`src/tnn_cfg.svh`:
```
`ifndef TNN_CFG_SVH
`define TNN_CFG_SVH

// number of input features presented to the layer.
`define TNN_FEAT_CNT 4

// width of one unsigned input feature.
`define TNN_FEAT_BITS 4

// number of hidden neurons in the first layer.
`define TNN_HIDDEN_CNT 4

// nonzero weight masks, neuron n owns bits [n*TNN_FEAT_CNT +: TNN_FEAT_CNT].
`define TNN_MASK_WORD 16'hD6FB

// weight signs in the same layout as the mask word. A 1 selects +1.
`define TNN_SIGN_WORD 16'h1459

// the sum of TNN_FEAT_CNT features needs the feature width plus count bits,
// and one more bit carries the sign.
`define TNN_ACC_BITS (`TNN_FEAT_BITS + $clog2(`TNN_FEAT_CNT) + 1)

`endif

```
`src/tnn_pkg.sv`:
```
`include "tnn_cfg.svh"

package tnn_pkg;

  // all input features of one inference, feature 0 in the low bits.
  typedef logic [`TNN_FEAT_CNT-1:0][`TNN_FEAT_BITS-1:0] feature_vec_t;

  // one term of the dense feature sweep, broadcast to every neuron.
  typedef struct packed {
    logic [$clog2(`TNN_FEAT_CNT)-1:0] index;
    logic [`TNN_FEAT_BITS-1:0]        value;
    logic                             last;
  } step_term_t;

  // decoded view of a ternary weight row.
  typedef struct packed {
    logic [`TNN_FEAT_CNT-1:0] sign;
    logic [`TNN_FEAT_CNT-1:0] mask;
  } weight_fields_t;

  // the raw row is what gets stored per neuron, the fields are what the
  // accumulator looks at. Bit j of mask and sign both belong to feature j.
  typedef union packed {
    logic [2*`TNN_FEAT_CNT-1:0] raw;
    weight_fields_t             fields;
  } weight_row_u;

  // one sign bit per hidden neuron.
  typedef struct packed {
    logic [`TNN_HIDDEN_CNT-1:0] neuron;
  } layer_result_t;

endpackage

```
`src/feature_sequencer.sv`:
```
`include "tnn_cfg.svh"

module feature_sequencer (
  input  logic                  clk,
  input  logic                  rst,
  input  logic                  start,
  input  tnn_pkg::feature_vec_t features,
  output logic                  step_valid,
  output logic                  busy,
  output tnn_pkg::step_term_t   step
);
  import tnn_pkg::*;

  localparam int IDX_BITS = $clog2(`TNN_FEAT_CNT);
  localparam logic [IDX_BITS-1:0] LAST_IDX = IDX_BITS'(`TNN_FEAT_CNT - 1);

  feature_vec_t        feat_q;
  logic [IDX_BITS-1:0] idx_q;
  logic                tail_q;
  logic                accept;

  // a start that arrives during a run is dropped.
  assign accept = start && !busy;

  always_ff @(posedge clk) begin
    if (accept) begin
      feat_q <= features;
    end
  end

  // busy stays high for one tail cycle after the last step so that it
  // falls together with the collector's done pulse.
  always_ff @(posedge clk or posedge rst) begin
    if (rst) begin
      step_valid <= 1'b0;
      busy       <= 1'b0;
      idx_q      <= '0;
      tail_q     <= 1'b0;
    end else begin
      tail_q <= 1'b0;
      if (accept) begin
        step_valid <= 1'b1;
        busy       <= 1'b1;
        idx_q      <= '0;
      end else if (step_valid) begin
        if (idx_q == LAST_IDX) begin
          step_valid <= 1'b0;
          tail_q     <= 1'b1;
        end else begin
          idx_q <= idx_q + 1'b1;
        end
      end else if (tail_q) begin
        busy <= 1'b0;
      end
    end
  end

  always_comb begin
    step.index = idx_q;
    step.value = feat_q[idx_q];
    step.last  = (idx_q == LAST_IDX);
  end

  // every run is exactly one dense sweep over all feature indices.
  a_sweep_len: assert property (@(posedge clk) disable iff (rst)
    $rose(step_valid) |-> step_valid [*`TNN_FEAT_CNT] ##1 !step_valid);

endmodule

```
`src/output_collector.sv`:
```
module output_collector (
  input  logic                   clk,
  input  logic                   rst,
  input  logic                   step_valid,
  input  tnn_pkg::step_term_t    step,
  input  tnn_pkg::layer_result_t neuron_bits,
  output tnn_pkg::layer_result_t out,
  output logic                   done
);

  logic last_q;

  // the neurons take the final term on the same edge that sets last_q,
  // so their sign bits are settled one cycle later.
  always_ff @(posedge clk or posedge rst) begin
    if (rst) begin
      last_q <= 1'b0;
      done   <= 1'b0;
      out    <= '0;
    end else begin
      last_q <= step_valid && step.last;
      done   <= last_q;
      if (last_q) begin
        out <= neuron_bits;
      end
    end
  end

  // done is a strobe; two sweeps cannot end on back to back cycles.
  a_done_pulse: assert property (@(posedge clk) disable iff (rst)
    done |=> !done);

endmodule

```
`src/tnn_first_layer.sv`:
```
`include "tnn_cfg.svh"

module tnn_first_layer (
  input  logic                   clk,
  input  logic                   rst,
  input  logic                   start,
  input  tnn_pkg::feature_vec_t  features,
  output tnn_pkg::layer_result_t out,
  output logic                   done,
  output logic                   busy
);
  import tnn_pkg::*;

  localparam int FC = `TNN_FEAT_CNT;
  localparam logic [`TNN_HIDDEN_CNT*FC-1:0] MASK_WORD = `TNN_MASK_WORD;
  localparam logic [`TNN_HIDDEN_CNT*FC-1:0] SIGN_WORD = `TNN_SIGN_WORD;

  logic          step_valid;
  step_term_t    step;
  layer_result_t neuron_bits;

  feature_sequencer u_sequencer (
    .clk        (clk),
    .rst        (rst),
    .start      (start),
    .features   (features),
    .step_valid (step_valid),
    .busy       (busy),
    .step       (step)
  );

  // each row packs the neuron's sign slice above its mask slice.
  for (genvar n = 0; n < `TNN_HIDDEN_CNT; n++) begin : g_neuron
    tnn_neuron #(
      .ROW ({SIGN_WORD[n*FC +: FC], MASK_WORD[n*FC +: FC]})
    ) u_neuron (
      .clk        (clk),
      .rst        (rst),
      .start      (start),
      .step_valid (step_valid),
      .step       (step),
      .sign_out   (neuron_bits.neuron[n])
    );
  end

  output_collector u_collector (
    .clk         (clk),
    .rst         (rst),
    .step_valid  (step_valid),
    .step        (step),
    .neuron_bits (neuron_bits),
    .out         (out),
    .done        (done)
  );

endmodule

```
`src/tnn_neuron.sv`:
```
`include "tnn_cfg.svh"

module tnn_neuron #(
  parameter logic [2*`TNN_FEAT_CNT-1:0] ROW = '0
) (
  input  logic                clk,
  input  logic                rst,
  input  logic                start,
  input  logic                step_valid,
  input  tnn_pkg::step_term_t step,
  output logic                sign_out
);
  import tnn_pkg::*;

  localparam int ACC_BITS = `TNN_ACC_BITS;
  localparam weight_row_u WEIGHTS = weight_row_u'(ROW);

  logic signed [ACC_BITS-1:0] acc_q;
  logic signed [ACC_BITS-1:0] term;
  logic                       use_term;
  logic                       add_term;
  logic                       clear;

  // features are unsigned, so the term is zero extended before the add.
  assign term = $signed({{(ACC_BITS-`TNN_FEAT_BITS){1'b0}}, step.value});

  assign use_term = step_valid && WEIGHTS.fields.mask[step.index];
  assign add_term = WEIGHTS.fields.sign[step.index];

  // the sequencer only accepts start while no step is in flight, so a start
  // seen during a sweep must not disturb the running sum.
  assign clear = start && !step_valid;

  always_ff @(posedge clk or posedge rst) begin
    if (rst) begin
      acc_q <= '0;
    end else if (clear) begin
      acc_q <= '0;
    end else if (use_term) begin
      if (add_term) begin
        acc_q <= acc_q + term;
      end else begin
        acc_q <= acc_q - term;
      end
    end
  end

  // a zero sum counts as positive.
  assign sign_out = ~acc_q[ACC_BITS-1];

  // outside a sweep only a new start may move the sum.
  a_acc_hold: assert property (@(posedge clk) disable iff (rst)
    (!step_valid && !start) |=> $stable(acc_q));

endmodule

```
`config.mk`:
```
export PLATFORM = sky130hd
export DESIGN_NAME = tnn_first_layer
export DESIGN_NICKNAME = d
export VERILOG_FILES = /design/src/tnn_pkg.sv /design/src/feature_sequencer.sv /design/src/output_collector.sv /design/src/tnn_first_layer.sv /design/src/tnn_neuron.sv
export VERILOG_INCLUDE_DIRS = /design/src
export SDC_FILE = /design/constraint.sdc
export NUM_CORES = 1
export LEC_CHECK = 0
export ABC_AREA = 1
export BUFFER_PORTS_ARGS = -buffer_cell sky130_fd_sc_hd__clkbuf_2
export CELL_PAD_IN_SITES_DETAIL_PLACEMENT = 0
export CELL_PAD_IN_SITES_GLOBAL_PLACEMENT = 1
export CORE_MARGIN = 2
export CORE_UTILIZATION = 30
export DETAILED_ROUTE_END_ITERATION = 6
export GPL_TIMING_DRIVEN = 0
export PLACE_DENSITY = 0.65
export SYNTH_ARGS = -nofsm -noshare
export SYNTH_HDL_FRONTEND = slang
export SYNTH_SLANG_ARGS = --single-unit
```
`constraint.sdc`:
```
create_clock -name clk -period 3.1 [get_ports clk]
set_input_delay 0.62 -clock clk [delete_from_list [all_inputs] [get_ports clk]]
set_output_delay 0.62 -clock clk [all_outputs]
set_load 0.01 [all_outputs]
```
==> flow_metrics.tcl, run 1 <==
set metrics [dict create \
    clkSinkCount 55 \
    coreArea_um2 10900 \
    cp_common_cell "nand2_1" \
    rsz0062_at_grt "no" \
    num_rows 38 \
    fin_tns_setup_ns 0 \
    dr_total_vias 2680 \
    timing.final.crit_share_pct 90.7 \
    hold_viol 0 \
    drt_iter0_drc 99 \
    slowest_delay_ns 0.41 \
    nets 494 \
    drtAntennaViolNets 0 \
    io_pins 25 \
    hold_class "input port to async pin" \
    port_buffers 24 \
    worstPathRequired_ns 3.30 \
    areaGrowthSynthToFinish_pct 13.0 \
    seq_area_frac_synth_pct 43.1 \
    synthAdderAreaFrac_pct 13.5 \
    wire_per_inst_um 12.4 \
    htree_levels 2 \
    synthDistinctLibCells 24 \
    viasPerCell 4.60 \
    gp_congestion 0.803 \
    crit_fanout 12 \
    setup_viol 0 \
    cts_tree "done" \
    wirelength_mm 7.20 \
    r2r_start "u_sequencer.idx_q[0]" \
    critPathLaunchType "flop" \
    slew_violations 0 \
    synthSimpleGateAreaFrac_pct 23.3 \
    grt_use_total_pct 12.9 \
    dpl.hpwl_mm 5.51 \
    path_clk_slew_ns 0.10 \
    synth.avg_cell_area_um2 8.30 \
    route.detailed.drc 0 \
    clock_latency_ns 0.31 \
    drive_gt1_share_pct 13.1 \
    fp.dieW_um 110 \
    drt_first_pass_iters 4 \
    slowest_stage "dfrtp_1" \
    skew_ns 0.0102 \
    cp_cell_sequence "buf_6, inv_4, buf_6, nand2_1, nand3_1, nand2_2, ha_4, xnor2_2, inv_2, nand2_1, o21ai_0, ha_1, a21oi_1, nand2_1, nand2_1, nand2_1, a21oi_1, nand2_1, nand2_1, o21ai_0" \
    crit_start "u_sequencer.idx_q[0]" \
    dieArea_um2 12100 \
    synth_compound_area_share_pct 11.2 \
    synth_xor_area_share_pct 1.56 \
    die_h_um 110 \
    grt_pass1_vias 2516 \
    diodes 0 \
    grt_pass1_wl_mm 11.9 \
    max-slew-margin-rel_pct 46.9 \
    synth_warnings 0 \
    synth_top_family_by_area "simple AND/OR/NAND/NOR gates" \
    syn_nets 460 \
    ys_ff_latch 55 \
    status "complete, no violations" \
    worst_pin_slew_ns 0.795 \
    fin_crit_ns 2.81 \
    end_kind "flop" \
    start_util_pct 31.0 \
    syn_area_um2 3380 \
    cts-root-buf "clkbuf_8" \
    antenna_found_initial 0 \
    synth_mux_area_share_pct 0 \
    crit_arrival_ns 3.01 \
    crit_type "flop to flop" \
    grt_start_max_net_pins 32 \
    syn_inst 407 \
    clockBufferDepth 2 \
    grt_overflow 0 \
    drv_cap 0 \
    cts_buffers 5 \
    max_freq_mhz 356 \
]
## routing by layer
metal / track usage (%) / share of wire, % / wire [um] / up-vias
li1: - / - / - / 1400
met1: 16.9 / 48 / 3470 / 1232
met2: 22.0 / 47 / 3400 / 40
met3: 2.29 / 3.7 / 263 / 8
met4: 3.21 / 0.94 / 68 / 0
met5: 0 / 0 / 0 / -
## registers in the layout, summed over array words and instances, names as in the netlist
name and flops:
g_neuron.u_neuron.acc_q 28, u_collector.done 1, u_collector.last_q 1, u_collector.out 4
u_sequencer.busy 1, u_sequencer.feat_q 16, u_sequencer.idx_q 2, u_sequencer.step_valid 1
u_sequencer.tail_q 1
## area by class of cell
cell class                 count  area (um2)
clock inverter                 2        7.51
clock buffer                   6        72.6
buffer                         4        32.5
inverter                      57         216
tap                          140         175
multi-input combinational    291        1700
fill                        1128        7070
timing repair buffer          27         155
sequential                    55        1460
## logic make-up (layout without fill, tap and decap cells)
| group | count (synthesis) | after routing |
|---|---|---|
| AO/OA/AOI/OAI | 69 | 69 |
| XOR/XNOR | 6 | 6 |
| adder cells (fa/ha/maj) | 34 | 34 |
| buffers and inverters | 61 | 96 |
| flip-flops | 55 | 55 |
| AND/OR/NAND/NOR | 182 | 182 |
## per-stage QoR
stage	util, %	instance area [um2]	hold WS, ns	instances	setup slack [ns]
3_3_place_gp	33.7	3670	0.359	571	0.0993
2_1_floorplan	-	3380	0.354	407	0.477
3_5_place_dp	33.9	3690	0.371	572	0.0514
5_1_grt	35.1	3820	0.193	582	0.0196
4_1_cts	34.6	3770	0.194	580	0.0239
6_report	35.1	3820	0.191	582	0.289
## worst paths after layout
kind / endpoint / slack [ns] / depth (start not counted)
max in group asynchronous: u_sequencer.idx_q[1] / 2.45 / 3
min in group clk: u_collector.done / 0.39 / 0
worst min-delay path: g_neuron[3].u_neuron.acc_q[5] / 0.19 / 2
worst max register to register: g_neuron[1].u_neuron.acc_q[5] / 0.29 / 20
worst min register to register: u_collector.done / 0.39 / 0
worst max-delay path: g_neuron[1].u_neuron.acc_q[5] / 0.29 / 20
## critical path: cells and delay by family (launching register included)
| kind | cells | cell delay (ns) |
|---|---|---|
| AOI/OAI and AO/OA | 4 | 0.47 |
| xor gates and xnor gates | 1 | 0.15 |
| adders and majority gates | 2 | 0.59 |
| buffers and inverters | 4 | 0.42 |
| DFF | 1 | 0.41 |
| and+or+nand+nor | 9 | 0.67 |
## cells in the mapped netlist (all sizes together)
cell type	instances	area share [%]
nand2	126	15
inv	57	6.4
dfrtp	39	29
o21ai	38	5.6
ha	30	11
nand3	28	4.9
nor2	24	2.7
a21oi	19	2.8
edfxtp	16	14
o31ai	5	1.1
xor2	5	1.3
a22o	4	1.0
buf	4	0.96
fa	4	2.4
nor3	3	0.44
o22ai	2	0.37
a31oi	1	0.19
nand4	1	0.19
xnor2	1	0.26
## placed cells by master, fill, tap and decap left out, types with 2 or more instances in the layout
master and instances:
a21oi_1 18, ha_1 29, dfrtp_1 38, nor2_1 23, nor3_1 3, clkinv_1 2, buf_2 2, nand2_4 2
buf_6 2, o21ai_0 37, o31ai_1 5, inv_1 54, buf_4 2, inv_2 2, edfxtp_1 16, clkbuf_2 24
a22o_1 4, nand3_4 2, nand2_1 114, xor2_1 5, nand2_2 10, o22ai_1 2, fa_1 4, nand3_1 26
clkbuf_8 5
## timing repair
action,CTS,global route
buffers inserted,0,2
hold endpoints to repair,0,0
resized for setup,0,8
setup endpoints to repair,0,14
hold buffers,0,0
Power of run 1 is left out: the tool's default activity adds up to more than one toggle a clock period on the data nets, which glitch-free logic cannot reach.
==> run 2: changes to the inputs <==
- BUFFER_PORTS_ARGS: -buffer_cell sky130_fd_sc_hd__clkbuf_2 -> -buffer_cell sky130_fd_sc_hd__buf_4
==> run 2 against run 1 <==
Net effect:
- fmax decreased by 1.6%
- clock skew decreased by 0.0019 ns
- worst setup slack got worse by 0.047 ns
- register-to-register slack got worse by 0.05 ns
- sequential share of layout area decreased by 1.1 points
- non-clock buffer count unchanged
- critical path depth decreased by 1
- critical path type unchanged
==> flow_metrics.tcl, run 2 (synthesis results as in run 1) <==
set metrics [dict create \
    slew_violations 0 \
    antenna_found_initial 0 \
    fin_tns_setup_ns 0 \
    grt_pass1_wl_mm 12.6 \
    num_rows 38 \
    cts-hold-fix-buffers 0 \
    htree_levels 2 \
    crit_arrival_ns 3.08 \
    crit_fanout 12 \
    drt_iter0_drc 122 \
    grt_overflow 0 \
    reg.largest.list "g_neuron.u_neuron.acc_q (28), u_sequencer.feat_q (16), u_collector.out (4)" \
    grt_use_total_pct 13.5 \
    route.detailed.drc 0 \
    wire_per_inst_um 12.7 \
    clock_latency_ns 0.31 \
    max-slew-margin-rel_pct 46.6 \
    largest_reg_flops 28 \
    path_clk_slew_ns 0.10 \
    hold_class "input port to async pin" \
    worstPathRequired_ns 3.32 \
    fp.dieW_um 110 \
    drv_cap 0 \
    regMostFlops "g_neuron.u_neuron.acc_q" \
    nets 494 \
    gp_congestion 0.806 \
    critPathLaunchType "flop" \
    fin_crit_ns 2.86 \
    clockBufferDepth 2 \
    drtAntennaViolNets 0 \
    cts-root-buf "clkbuf_8" \
    die_h_um 110 \
    final_common_cell "nand2_1" \
    max_freq_mhz 350 \
    areaGrowthSynthToFinish_pct 16.3 \
    grt_pass1_vias 2678 \
    crit_type "flop to flop" \
    viasPerCell 4.64 \
    dr_total_vias 2702 \
    wirelength_mm 7.41 \
    final_cell_mix "113 x nand2_1, 54 x inv_1, 38 x dfrtp_1" \
    grt_start_max_net_pins 28 \
    diodes 0 \
    port_buffers 24 \
    dieArea_um2 12100 \
    setup_viol 0 \
    timing.final.crit_share_pct 92.2 \
    cts_buffers 5 \
    cts_tree "done" \
    drt_first_pass_iters 4 \
    start_util_pct 31.0 \
    end_kind "flop" \
    skew_ns 0.00833 \
    coreArea_um2 10900 \
    clkSinkCount 55 \
    hold_viol 0 \
    dpl.hpwl_mm 5.58 \
    drive_gt1_share_pct 14.7 \
    io_pins 25 \
    worst_pin_slew_ns 0.800 \
    status "complete, no violations" \
]
[run 2: path summary, 6_finish.rpt]
kind | slack (ns) | depth (start not counted) | endpoint | start
max in group asynchronous | 2.35 | 3 | u_sequencer.idx_q[1] | rst
max | 0.24 | 19 | g_neuron[2].u_neuron.acc_q[5] | u_sequencer.idx_q[0]
min reg2reg | 0.39 | 0 | u_collector.done | u_collector.last_q
max reg2reg | 0.24 | 19 | g_neuron[2].u_neuron.acc_q[5] | u_sequencer.idx_q[0]
min | 0.27 | 2 | g_neuron[3].u_neuron.acc_q[4] | rst
min in group clk | 0.39 | 0 | u_collector.done | u_collector.last_q
[run 2: timing repair]
action                                 in CTS  in global routing
cloned                                      0                  0
resized for setup                           2                 12
endpoints found under the hold margin       0                  0
pin swaps                                   0                  2
setup endpoints to repair                   1                 11
setup buffers                               0                  2
[run 2: final cells by class]
cell class	count	area, um2
fill	1105	6960
inverter	57	216
timing repair buffer	27	215
multi-input combinational	291	1720
buffer	4	32.5
clock buffer	5	68.8
clock inverter	3	38.8
tap	140	175
sequential	55	1460
[run 2: through the flow]
| stage | worst slack (ns) | cells | instance area (um2) | hold slack (ns) | utilization (%) |
|---|---|---|---|---|---|
| 6_report | 0.243 | 582 | 3930 | 0.267 | 36.1 |
| 5_1_grt | -0.0149 | 582 | 3930 | 0.268 | 36.1 |
| 4_1_cts | 0.0444 | 580 | 3860 | 0.268 | 35.5 |
| 3_5_place_dp | 0.0251 | 572 | 3750 | 0.371 | 34.5 |
| 3_3_place_gp | 0.0776 | 571 | 3730 | 0.368 | 34.3 |
| 2_1_floorplan | 0.477 | 407 | 3380 | 0.354 | - |
[run 2: routing by layer]
layer | vias up | part of all wire, % | GRT usage (%)
met2 | 47 | 48 | 23.4
li1 | 1394 | - | -
met4 | 0 | 1.4 | 3.39
met5 | - | 0 | 0
met1 | 1253 | 48 | 17.2
met3 | 8 | 3.1 | 2.53
[run 2: worst max-delay path, stage by stage (launching register included)]
cell and delay (ns):
dfrtp_1 0.42, buf_6 0.15, inv_4 0.05, buf_6 0.14, nand2_1 0.06, nand3_1 0.11
nand2_4 0.11, ha_4 0.20, xnor2_2 0.17, inv_2 0.08, nand2_1 0.06, o21ai_0 0.11
ha_1 0.38, a21oi_2 0.13, nand2_1 0.08, nand2_1 0.09, nand2_1 0.07, a21oi_2 0.14
nor2_1 0.06, o21ai_0 0.18
Power of run 2 is left out for the same reason.
